**config.mk**
```make
export PLATFORM = sky130hd
export DESIGN_NAME = clock_top
export DESIGN_NICKNAME = d
export VERILOG_FILES = /design/src/verilog/display_pkg.sv /design/src/verilog/clock_pkg.sv /design/src/verilog/clock_top.sv /design/src/verilog/display_scan.sv /design/src/verilog/alarm_unit.sv /design/src/verilog/time_counter.sv /design/src/verilog/mode_ctrl.sv /design/src/verilog/key_debounce.sv /design/src/verilog/tick_gen.sv
export SDC_FILE = /design/constraint.sdc
export NUM_CORES = 1
export LEC_CHECK = 0
export BUFFER_PORTS_ARGS = -buffer_cell sky130_fd_sc_hd__buf_2
export CORE_MARGIN = 4
export CORE_UTILIZATION = 59
export CTS_CLUSTER_DIAMETER = 150
export DETAILED_ROUTE_END_ITERATION = 10
export PLACE_DENSITY_LB_ADDON = 0.25
export SLEW_MARGIN = 40
export SYNTH_ARGS = -nofsm -noshare
export SYNTH_HDL_FRONTEND = slang
export SYNTH_SLANG_ARGS = --single-unit
```
**constraint.sdc**
```tcl
create_clock -name clk -period 10.8 [get_ports clk]
set_input_delay 2.16 -clock clk [delete_from_list [all_inputs] [get_ports clk]]
set_output_delay 2.16 -clock clk [all_outputs]
set_load 0.1 [all_outputs]
```
**src/verilog/display_pkg.sv**
```systemverilog
`default_nettype none

package display_pkg;

	localparam int DIGITS = 6;
	localparam int SEG_W  = 7;

	// Segment a in the top bit down to g, lit when high
	typedef logic [SEG_W-1:0] seg_t;

	localparam seg_t SEG_BLANK = '0;

	// --------------------------------------------------
	// Decimal digit to seven-segment pattern
	// --------------------------------------------------
	function automatic seg_t seg_of_digit(input logic [3:0] digit);
		seg_t seg;
		case (digit)
			4'd0:    seg = 7'b111_1110;
			4'd1:    seg = 7'b011_0000;
			4'd2:    seg = 7'b110_1101;
			4'd3:    seg = 7'b111_1001;
			4'd4:    seg = 7'b011_0011;
			4'd5:    seg = 7'b101_1011;
			4'd6:    seg = 7'b101_1111;
			4'd7:    seg = 7'b111_0000;
			4'd8:    seg = 7'b111_1111;
			4'd9:    seg = 7'b111_0011;
			default: seg = SEG_BLANK;
		endcase
		return seg;
	endfunction

endpackage

`default_nettype wire

```
**src/verilog/clock_pkg.sv**
```systemverilog
`default_nettype none

package clock_pkg;

	// --------------------------------------------------
	// Time fields
	// --------------------------------------------------
	localparam int FIELD_W = 6;

	typedef logic [FIELD_W-1:0] field_t;

	localparam field_t SEC_MAX  = 6'd59;
	localparam field_t MIN_MAX  = 6'd59;
	localparam field_t HOUR_MAX = 6'd23;

	// Operating mode and selected field
	typedef enum logic [1:0] {
		MODE_CLOCK = 2'd0,
		MODE_SETUP = 2'd1,
		MODE_ALARM = 2'd2
	} mode_t;

	typedef enum logic [1:0] {
		POS_SEC  = 2'd0,
		POS_MIN  = 2'd1,
		POS_HOUR = 2'd2
	} pos_t;

	// Button order on the key vector
	localparam int KEY_COUNT = 4;
	localparam int KEY_MODE  = 0;
	localparam int KEY_POS   = 1;
	localparam int KEY_INC   = 2;
	localparam int KEY_ALARM = 3;

	// Divider defaults for a 50 MHz board clock
	localparam logic [31:0] SEC_DIV_DEFAULT  = 32'd50_000_000;
	localparam logic [31:0] DEB_DIV_DEFAULT  = 32'd500_000;
	localparam logic [31:0] SCAN_DIV_DEFAULT = 32'd5_000;

	// One step of a field, back to zero past its maximum
	function automatic field_t field_wrap_inc(input field_t value, input field_t max_value);
		if (value >= max_value) begin
			return '0;
		end
		return field_t'(value + 1'b1);
	endfunction

endpackage

`default_nettype wire
```
**src/verilog/clock_top.sv**
```systemverilog
`timescale 1ns/1ns
`default_nettype none

module clock_top #(
	parameter logic [31:0] SEC_DIV  = clock_pkg::SEC_DIV_DEFAULT,
	parameter logic [31:0] DEB_DIV  = clock_pkg::DEB_DIV_DEFAULT,
	parameter logic [31:0] SCAN_DIV = clock_pkg::SCAN_DIV_DEFAULT
) (
	input  logic                            clk,
	input  logic                            rst_n,
	input  logic [clock_pkg::KEY_COUNT-1:0] i_key,
	output display_pkg::seg_t               o_seg,
	output logic [display_pkg::DIGITS-1:0]  o_seg_enb,
	output logic                            o_seg_dp,
	output logic                            o_alarm
);

	import clock_pkg::*;

	logic                 sec_tick;
	logic                 deb_tick;
	logic                 scan_tick;
	logic [KEY_COUNT-1:0] press;
	mode_t                mode;
	logic                 time_run;
	logic [2:0]           set_inc;
	logic [2:0]           alarm_inc;
	logic                 alarm_en;
	field_t               sec, min, hour;
	field_t               alarm_sec, alarm_min, alarm_hour;

	// --------------------------------------------------
	// Tick enables
	// --------------------------------------------------
	tick_gen #(.DIV(SEC_DIV)) sec_tick_gen_i (
		.clk    (clk),
		.rst_n  (rst_n),
		.o_tick (sec_tick)
	);

	tick_gen #(.DIV(DEB_DIV)) deb_tick_gen_i (
		.clk    (clk),
		.rst_n  (rst_n),
		.o_tick (deb_tick)
	);

	tick_gen #(.DIV(SCAN_DIV)) scan_tick_gen_i (
		.clk    (clk),
		.rst_n  (rst_n),
		.o_tick (scan_tick)
	);

	// One debouncer per button
	for (genvar k = 0; k < KEY_COUNT; k++) begin : gen_key
		key_debounce key_debounce_i (
			.clk      (clk),
			.rst_n    (rst_n),
			.i_sample (deb_tick),
			.i_key    (i_key[k]),
			.o_press  (press[k])
		);
	end

	// --------------------------------------------------
	// Control, time keeping and display
	// --------------------------------------------------
	mode_ctrl mode_ctrl_i (
		.clk         (clk),
		.rst_n       (rst_n),
		.i_press     (press),
		.o_mode      (mode),
		.o_position  (),
		.o_time_run  (time_run),
		.o_set_inc   (set_inc),
		.o_alarm_inc (alarm_inc),
		.o_alarm_en  (alarm_en)
	);

	time_counter time_counter_i (
		.clk       (clk),
		.rst_n     (rst_n),
		.i_tick    (sec_tick),
		.i_run     (time_run),
		.i_set_inc (set_inc),
		.o_sec     (sec),
		.o_min     (min),
		.o_hour    (hour)
	);

	alarm_unit alarm_unit_i (
		.clk          (clk),
		.rst_n        (rst_n),
		.i_alarm_inc  (alarm_inc),
		.i_alarm_en   (alarm_en),
		.i_sec        (sec),
		.i_min        (min),
		.i_hour       (hour),
		.o_alarm_sec  (alarm_sec),
		.o_alarm_min  (alarm_min),
		.o_alarm_hour (alarm_hour),
		.o_alarm      (o_alarm)
	);

	display_scan display_scan_i (
		.clk          (clk),
		.rst_n        (rst_n),
		.i_scan       (scan_tick),
		.i_mode       (mode),
		.i_sec        (sec),
		.i_min        (min),
		.i_hour       (hour),
		.i_alarm_sec  (alarm_sec),
		.i_alarm_min  (alarm_min),
		.i_alarm_hour (alarm_hour),
		.o_seg        (o_seg),
		.o_seg_enb    (o_seg_enb),
		.o_seg_dp     (o_seg_dp)
	);

endmodule

`default_nettype wire

```
**src/verilog/display_scan.sv**
```systemverilog
`timescale 1ns/1ns
`default_nettype none

module display_scan (
	input  logic                            clk,
	input  logic                            rst_n,
	input  logic                            i_scan,
	input  clock_pkg::mode_t                i_mode,
	input  clock_pkg::field_t               i_sec,
	input  clock_pkg::field_t               i_min,
	input  clock_pkg::field_t               i_hour,
	input  clock_pkg::field_t               i_alarm_sec,
	input  clock_pkg::field_t               i_alarm_min,
	input  clock_pkg::field_t               i_alarm_hour,
	output display_pkg::seg_t               o_seg,
	output logic [display_pkg::DIGITS-1:0]  o_seg_enb,
	output logic                            o_seg_dp
);

	import clock_pkg::*;
	import display_pkg::*;

	localparam int IDX_W = $clog2(DIGITS);

	logic [IDX_W-1:0] digit_idx;
	field_t           show_sec;
	field_t           show_min;
	field_t           show_hour;
	logic [3:0]       digit_val [DIGITS];

	// --------------------------------------------------
	// Digit scan counter
	// --------------------------------------------------
	always_ff @(posedge clk or negedge rst_n) begin
		if (!rst_n) begin
			digit_idx <= '0;
		end else if (i_scan) begin
			if (digit_idx == IDX_W'(DIGITS - 1)) begin
				digit_idx <= '0;
			end else begin
				digit_idx <= digit_idx + 1'b1;
			end
		end
	end

	// Alarm time only in alarm mode
	always_comb begin
		if (i_mode == MODE_ALARM) begin
			show_sec  = i_alarm_sec;
			show_min  = i_alarm_min;
			show_hour = i_alarm_hour;
		end else begin
			show_sec  = i_sec;
			show_min  = i_min;
			show_hour = i_hour;
		end
	end

	// Ones digit first, seconds on the right
	always_comb begin
		digit_val[0] = 4'(show_sec % 6'd10);
		digit_val[1] = 4'(show_sec / 6'd10);
		digit_val[2] = 4'(show_min % 6'd10);
		digit_val[3] = 4'(show_min / 6'd10);
		digit_val[4] = 4'(show_hour % 6'd10);
		digit_val[5] = 4'(show_hour / 6'd10);
	end

	// --------------------------------------------------
	// Outputs for the active digit
	// --------------------------------------------------
	assign o_seg     = seg_of_digit(digit_val[digit_idx]);
	assign o_seg_enb = ~(DIGITS'(1) << digit_idx);

	// Decimal points carry the mode bits
	always_comb begin
		case (digit_idx)
			IDX_W'(0): o_seg_dp = i_mode[0];
			IDX_W'(1): o_seg_dp = i_mode[1];
			default:   o_seg_dp = 1'b0;
		endcase
	end

endmodule

`default_nettype wire

```
**src/verilog/alarm_unit.sv**
```systemverilog
`timescale 1ns/1ns
`default_nettype none

module alarm_unit (
	input  logic              clk,
	input  logic              rst_n,
	input  logic [2:0]        i_alarm_inc,
	input  logic              i_alarm_en,
	input  clock_pkg::field_t i_sec,
	input  clock_pkg::field_t i_min,
	input  clock_pkg::field_t i_hour,
	output clock_pkg::field_t o_alarm_sec,
	output clock_pkg::field_t o_alarm_min,
	output clock_pkg::field_t o_alarm_hour,
	output logic              o_alarm
);

	import clock_pkg::*;

	logic match;

	// Alarm time, set one field at a time
	always_ff @(posedge clk or negedge rst_n) begin
		if (!rst_n) begin
			o_alarm_sec  <= '0;
			o_alarm_min  <= '0;
			o_alarm_hour <= '0;
		end else begin
			if (i_alarm_inc[POS_SEC]) begin
				o_alarm_sec <= field_wrap_inc(o_alarm_sec, SEC_MAX);
			end
			if (i_alarm_inc[POS_MIN]) begin
				o_alarm_min <= field_wrap_inc(o_alarm_min, MIN_MAX);
			end
			if (i_alarm_inc[POS_HOUR]) begin
				o_alarm_hour <= field_wrap_inc(o_alarm_hour, HOUR_MAX);
			end
		end
	end

	assign match = (i_sec == o_alarm_sec) && (i_min == o_alarm_min) && (i_hour == o_alarm_hour);

	// Latched level, held until the enable drops
	always_ff @(posedge clk or negedge rst_n) begin
		if (!rst_n) begin
			o_alarm <= 1'b0;
		end else begin
			o_alarm <= i_alarm_en & (o_alarm | match);
		end
	end

endmodule

`default_nettype wire

```
**src/verilog/time_counter.sv**
```systemverilog
`timescale 1ns/1ns
`default_nettype none

module time_counter (
	input  logic              clk,
	input  logic              rst_n,
	input  logic              i_tick,
	input  logic              i_run,
	input  logic [2:0]        i_set_inc,
	output clock_pkg::field_t o_sec,
	output clock_pkg::field_t o_min,
	output clock_pkg::field_t o_hour
);

	import clock_pkg::*;

	logic step;
	logic sec_wrap;
	logic min_wrap;

	assign step     = i_tick & i_run;
	assign sec_wrap = (o_sec >= SEC_MAX);
	assign min_wrap = (o_min >= MIN_MAX);

	// --------------------------------------------------
	// Running count and manual setting
	// --------------------------------------------------
	// Setting never overlaps a step, run is low in setup
	always_ff @(posedge clk or negedge rst_n) begin
		if (!rst_n) begin
			o_sec  <= '0;
			o_min  <= '0;
			o_hour <= '0;
		end else if (step) begin
			o_sec <= field_wrap_inc(o_sec, SEC_MAX);
			// Carry ripples only through wrapping fields
			if (sec_wrap) begin
				o_min <= field_wrap_inc(o_min, MIN_MAX);
				if (min_wrap) begin
					o_hour <= field_wrap_inc(o_hour, HOUR_MAX);
				end
			end
		end else begin
			// Each field wraps on its own, no carry
			if (i_set_inc[POS_SEC]) begin
				o_sec <= field_wrap_inc(o_sec, SEC_MAX);
			end
			if (i_set_inc[POS_MIN]) begin
				o_min <= field_wrap_inc(o_min, MIN_MAX);
			end
			if (i_set_inc[POS_HOUR]) begin
				o_hour <= field_wrap_inc(o_hour, HOUR_MAX);
			end
		end
	end

endmodule

`default_nettype wire

```
**src/verilog/mode_ctrl.sv**
```systemverilog
`timescale 1ns/1ns
`default_nettype none

module mode_ctrl (
	input  logic                            clk,
	input  logic                            rst_n,
	input  logic [clock_pkg::KEY_COUNT-1:0] i_press,
	output clock_pkg::mode_t                o_mode,
	output clock_pkg::pos_t                 o_position,
	output logic                            o_time_run,
	output logic [2:0]                      o_set_inc,
	output logic [2:0]                      o_alarm_inc,
	output logic                            o_alarm_en
);

	import clock_pkg::*;

	logic [2:0] field_sel;

	// One-hot field strobe for the current position
	assign field_sel = 3'b001 << o_position;

	// Clock keeps running except while being set
	assign o_time_run = (o_mode != MODE_SETUP);

	// --------------------------------------------------
	// Mode, position and alarm enable
	// --------------------------------------------------
	always_ff @(posedge clk or negedge rst_n) begin
		if (!rst_n) begin
			o_mode <= MODE_CLOCK;
		end else if (i_press[KEY_MODE]) begin
			case (o_mode)
				MODE_CLOCK: o_mode <= MODE_SETUP;
				MODE_SETUP: o_mode <= MODE_ALARM;
				default:    o_mode <= MODE_CLOCK;
			endcase
		end
	end

	always_ff @(posedge clk or negedge rst_n) begin
		if (!rst_n) begin
			o_position <= POS_SEC;
		end else if (i_press[KEY_POS]) begin
			case (o_position)
				POS_SEC: o_position <= POS_MIN;
				POS_MIN: o_position <= POS_HOUR;
				default: o_position <= POS_SEC;
			endcase
		end
	end

	always_ff @(posedge clk or negedge rst_n) begin
		if (!rst_n) begin
			o_alarm_en <= 1'b0;
		end else if (i_press[KEY_ALARM]) begin
			o_alarm_en <= ~o_alarm_en;
		end
	end

	// --------------------------------------------------
	// Increment routing
	// --------------------------------------------------
	// Ignored in clock mode
	always_ff @(posedge clk or negedge rst_n) begin
		if (!rst_n) begin
			o_set_inc   <= '0;
			o_alarm_inc <= '0;
		end else begin
			o_set_inc   <= '0;
			o_alarm_inc <= '0;
			if (i_press[KEY_INC]) begin
				case (o_mode)
					MODE_SETUP: o_set_inc   <= field_sel;
					MODE_ALARM: o_alarm_inc <= field_sel;
					default:    ;
				endcase
			end
		end
	end

endmodule

`default_nettype wire

```
**src/verilog/key_debounce.sv**
```systemverilog
`timescale 1ns/1ns
`default_nettype none

module key_debounce (
	input  logic clk,
	input  logic rst_n,
	input  logic i_sample,
	input  logic i_key,
	output logic o_press
);

	// Two stored samples with the older one in bit 1
	logic [1:0] history;
	logic [2:0] history_next;

	assign history_next = {history, i_key};

	always_ff @(posedge clk or negedge rst_n) begin
		if (!rst_n) begin
			history <= '0;
		end else if (i_sample) begin
			history <= history_next[1:0];
		end
	end

	// --------------------------------------------------
	// Press detect
	// --------------------------------------------------
	// Low followed by two highs so a held key fires once
	always_ff @(posedge clk or negedge rst_n) begin
		if (!rst_n) begin
			o_press <= 1'b0;
		end else begin
			o_press <= i_sample && (history_next == 3'b011);
		end
	end

endmodule

`default_nettype wire

```
**src/verilog/tick_gen.sv**
```systemverilog
`timescale 1ns/1ns
`default_nettype none

module tick_gen #(
	parameter logic [31:0] DIV = 32'd2
) (
	input  logic clk,
	input  logic rst_n,
	output logic o_tick
);

	// At least one bit, even for a divide by one
	localparam int CNT_W = (DIV > 32'd1) ? $clog2(DIV) : 1;

	logic [CNT_W-1:0] cnt;

	// One-cycle strobe every DIV cycles
	always_ff @(posedge clk or negedge rst_n) begin
		if (!rst_n) begin
			cnt    <= '0;
			o_tick <= 1'b0;
		end else if (cnt == CNT_W'(DIV - 32'd1)) begin
			cnt    <= '0;
			o_tick <= 1'b1;
		end else begin
			cnt    <= cnt + 1'b1;
			o_tick <= 1'b0;
		end
	end

endmodule

`default_nettype wire

```
==> impl_metrics.csv <==
group,metric,value,unit
run_status,status,"finished clean",
sta,worst_pin_slew,0.760,ns
routing,routedWlPerCell,16.6,um
synth,synthCells,807,
clocking,hold_buffers,0,
worst_setup_path,critical_path.max_fanout,31,
place,place_area,7630,um^2
clocking,path_clk_slew,0.06,ns
grt,grt_usage,24.0,%
synth,synth-async-reset-ratio,100,%
floorplan,core_area,12200,um^2
job,maxCapViolCount,0,
clocking,cts_post_setup_buffers_inserted,0,
cells_and_area,postLayoutCellArea,8170,um^2
cells_and_area,layout-drive-gt1-share,11.5,%
synth,synth_area,7440,um^2
worst_setup_path,critPathKind,"flip-flop to output pin",
worst_setup_path,cp.arrival,5.03,ns
sta,clock_skew,0.00687,ns
power,p_sw_share,23.8,%
routing,drtPass1Iterations,5,
worst_hold_path,worst_hold_path_type,"flip-flop to flip-flop",
power,peakVddDrop,0.130,mV
routing,num_vias,5993,
place,place.gp.congestion,0.916,
grt,grt_pass1_vias,5825,
clocking,clockBufferDepth,2,
routing,routed_wl,16500,um
floorplan,fp.dieH,120,um
clocking,cts_tree,"yes",
sta,max_freq,139,MHz
synth,synthFlopType,"dfrtp_1",
routing,drt_iter0_drc,687,
power,p_clk_share,52.5,%
synth,syn_nets,836,
floorplan,die_x,120,um
clocking,h-tree-depth,4,
floorplan,rows,40,
sta,finalHoldViolCount,0,
sta,fin_crit_sh,66.5,%
worst_setup_path,critPathCaptureType,"output pin",
synth,yosys_warnings,0,
place,io_buffers,20,
sta,setup_viol,0,
clocking,cts_resized,0,
floorplan,die_area,14500,um^2
worst_setup_path,startpoint_type,"flip-flop",
power,seqPwrFrac,46.5,%
floorplan,pin_count,21,
synth,avgSynthCellArea,9.22,um^2
sta,slew_violations,0,
synth,yosys.area.top_type,"dfrtp_1",
routing,drc,0,
grt,antenna_found_initial,0,
power,pwr-share-comb,1.0,%
clocking,cts_sinks,124,
grt,grt-ovfl-total,0,
sta,setup_tns,0,ns
synth,synth_edf_count,0,
worst_setup_path,worstPathRequired,8.64,ns
sta,rsz0062_at_grt,"false",
floorplan,initial_core_util,61.2,%
synth,yosys.cell_types.count,75,
power,powerDensity,122,nW/um^2
grt,grt_max_degree,75,
power,p_leak,3.61,nW
synth,synth_top_area_share,41.7,%
clocking,cts_made_buffers,17,
synth,post_synth_main_area_contributors,"dfrtp_1 42%, xor2_1 5.1%, nor2_1 3.9%, ha_1 3.9%, nand2_1 3.8%",
routing,final_antenna_net_count,0,
routing,via_per_inst,6.02,
clocking,cts_root_buffer,"clkbuf_16",
power,p_switching,0.238,mW
cells_and_area,num-fill-cells,993,
cells_and_area,area_growth,9.89,%
power,p_int,0.762,mW
sta,fin_crit,7.19,ns
place,dpl.hpwl,11600,um
synth,synth_commonest_cells,"124 x dfrtp_1, 78 x nor2_1, 75 x nand2_1",
cells_and_area,layout.nets,844,
grt,grt_pass1_wl,27900,um
sta,slew-limit-headroom,49.3,%
synth,ys_seq_area_share,41.7,%
cells_and_area,final_util,67.2,%
cells_and_area,insertedDiodeCount,0,
clocking,clock_latency,0.42,ns
synth,yosysMostFrequentCell,"dfrtp_1",
synth,synth-seq-cells,124,
[registers in the layout (all words and copies together), names as in the netlist]
| name | cells |
|---|---|
| alarm_unit_i.o_alarm | 1 |
| alarm_unit_i.o_alarm_hour | 6 |
| alarm_unit_i.o_alarm_min | 6 |
| alarm_unit_i.o_alarm_sec | 6 |
| deb_tick_gen_i.cnt | 19 |
| deb_tick_gen_i.o_tick | 1 |
| display_scan_i.digit_idx | 3 |
| gen_key.key_debounce_i.history | 8 |
| gen_key.key_debounce_i.o_press | 4 |
| mode_ctrl_i.o_alarm_en | 1 |
| mode_ctrl_i.o_alarm_inc | 3 |
| mode_ctrl_i.o_mode | 2 |
| mode_ctrl_i.o_position | 2 |
| mode_ctrl_i.o_set_inc | 3 |
| scan_tick_gen_i.cnt | 13 |
| scan_tick_gen_i.o_tick | 1 |
| sec_tick_gen_i.cnt | 26 |
| sec_tick_gen_i.o_tick | 1 |
| time_counter_i.o_hour | 6 |
| time_counter_i.o_min | 6 |
| time_counter_i.o_sec | 6 |
[cells by family (layout without fill, tap and decap cells)]
group	after synthesis	in the layout	synth area share, %
and+or+nand+nor	322	322	22.1
AOI/OAI and AO/OA	164	164	15.1
DFF	124	124	41.7
xor gates and xnor gates	73	73	8.60
buffers and inverters	69	90	3.84
muxes	32	32	4.76
adders and majority gates	23	23	3.87
[power by group through the flow]
stage                     logic [mW]  clock network, mW  registers [mW]
after floorplan           0.00000508                  0           0.473
after global placement        0.0103                  0           0.473
after detailed placement      0.0107                  0           0.473
after CTS                     0.0107              0.534           0.465
after global routing          0.0121              0.558           0.464
final                        0.00993              0.525           0.465
[layer usage]
layer / global-route usage, % / share of wire, % / wire length [um]
met1: 32.2 / 45 / 7500
met2: 38.7 / 48 / 7920
met3: 5.80 / 4.9 / 813
met4: 7.65 / 1.9 / 317
met5: 0 / 0 / 0
[cell type report]
cell class              instances  area [um^2]  share of cell area, %
clock inverters                15          118                   1.44
well taps                     168          210                   2.57
flip-flops and latches        124         3100                   38.0
multi-input cells             614         4060                   49.6
repair buffers                 23          129                   1.58
inverters                      35          131                   1.61
clock buffers                  17          425                   5.20
[placed cells by master, fill, tap and decap left out, drive strengths merged, types with 4 or more instances in the layout]
master  count
dfrtp     124
nor2       78
nand2      75
o21ai      43
xor2       43
nand3      41
inv        39
a21oi      33
nor3       32
xnor2      30
ha         23
buf        23
mux2i      17
clkbuf     17
nor2b      14
mux2       14
o31ai      13
and3       13
nand2b     10
nand4      10
a31oi      10
o22ai       8
a31o        8
nor4        8
clkinv      8
or3         7
o211ai      7
o22a        6
nand3b      5
and2        4
nor4bb      4
[metrics by stage]
step	hold slack, ns	setup slack, ns	cells	power [mW]
after floorplan	0.403	3.95	807	0.473
after global placement	0.412	4.29	964	0.483
after detailed placement	0.423	4.16	964	0.484
after CTS	0.430	3.64	996	1.01
after global routing	0.441	3.23	996	1.03
final	0.429	3.61	996	1.00
[worst paths after layout]
path	startpoint	depth (start not counted)	to	slack [ns]
max	mode_ctrl_i.o_mode[0]	14	o_seg[0]	3.61
max in group asynchronous	rst_n	2	scan_tick_gen_i.cnt[0]	7.96
max reg2reg	time_counter_i.o_min[0]	6	time_counter_i.o_hour[0]	8.26
min	gen_key[3].key_debounce_i.history[1]	1	gen_key[3].key_debounce_i.o_press	0.43
min in group asynchronous	rst_n	1	alarm_unit_i.o_alarm_hour[1]	1.78
min reg2reg	gen_key[3].key_debounce_i.history[1]	1	gen_key[3].key_debounce_i.o_press	0.43
[critical path, stage by stage (launching register included)]
cell and delay (ns):
dfrtp_1 0.54, or2b_4 0.47, a21boi_0 0.40, inv_1 0.12, ha_1 0.22, o221a_2 0.16, or3_1 0.40, and2_1 0.17
ha_1 0.19, or4_1 0.51, a21oi_1 0.21, a311oi_2 0.14, nor3b_1 0.45, a31o_2 0.17, buf_2 0.42
Note: power is estimated with default switching activity, not from simulation.
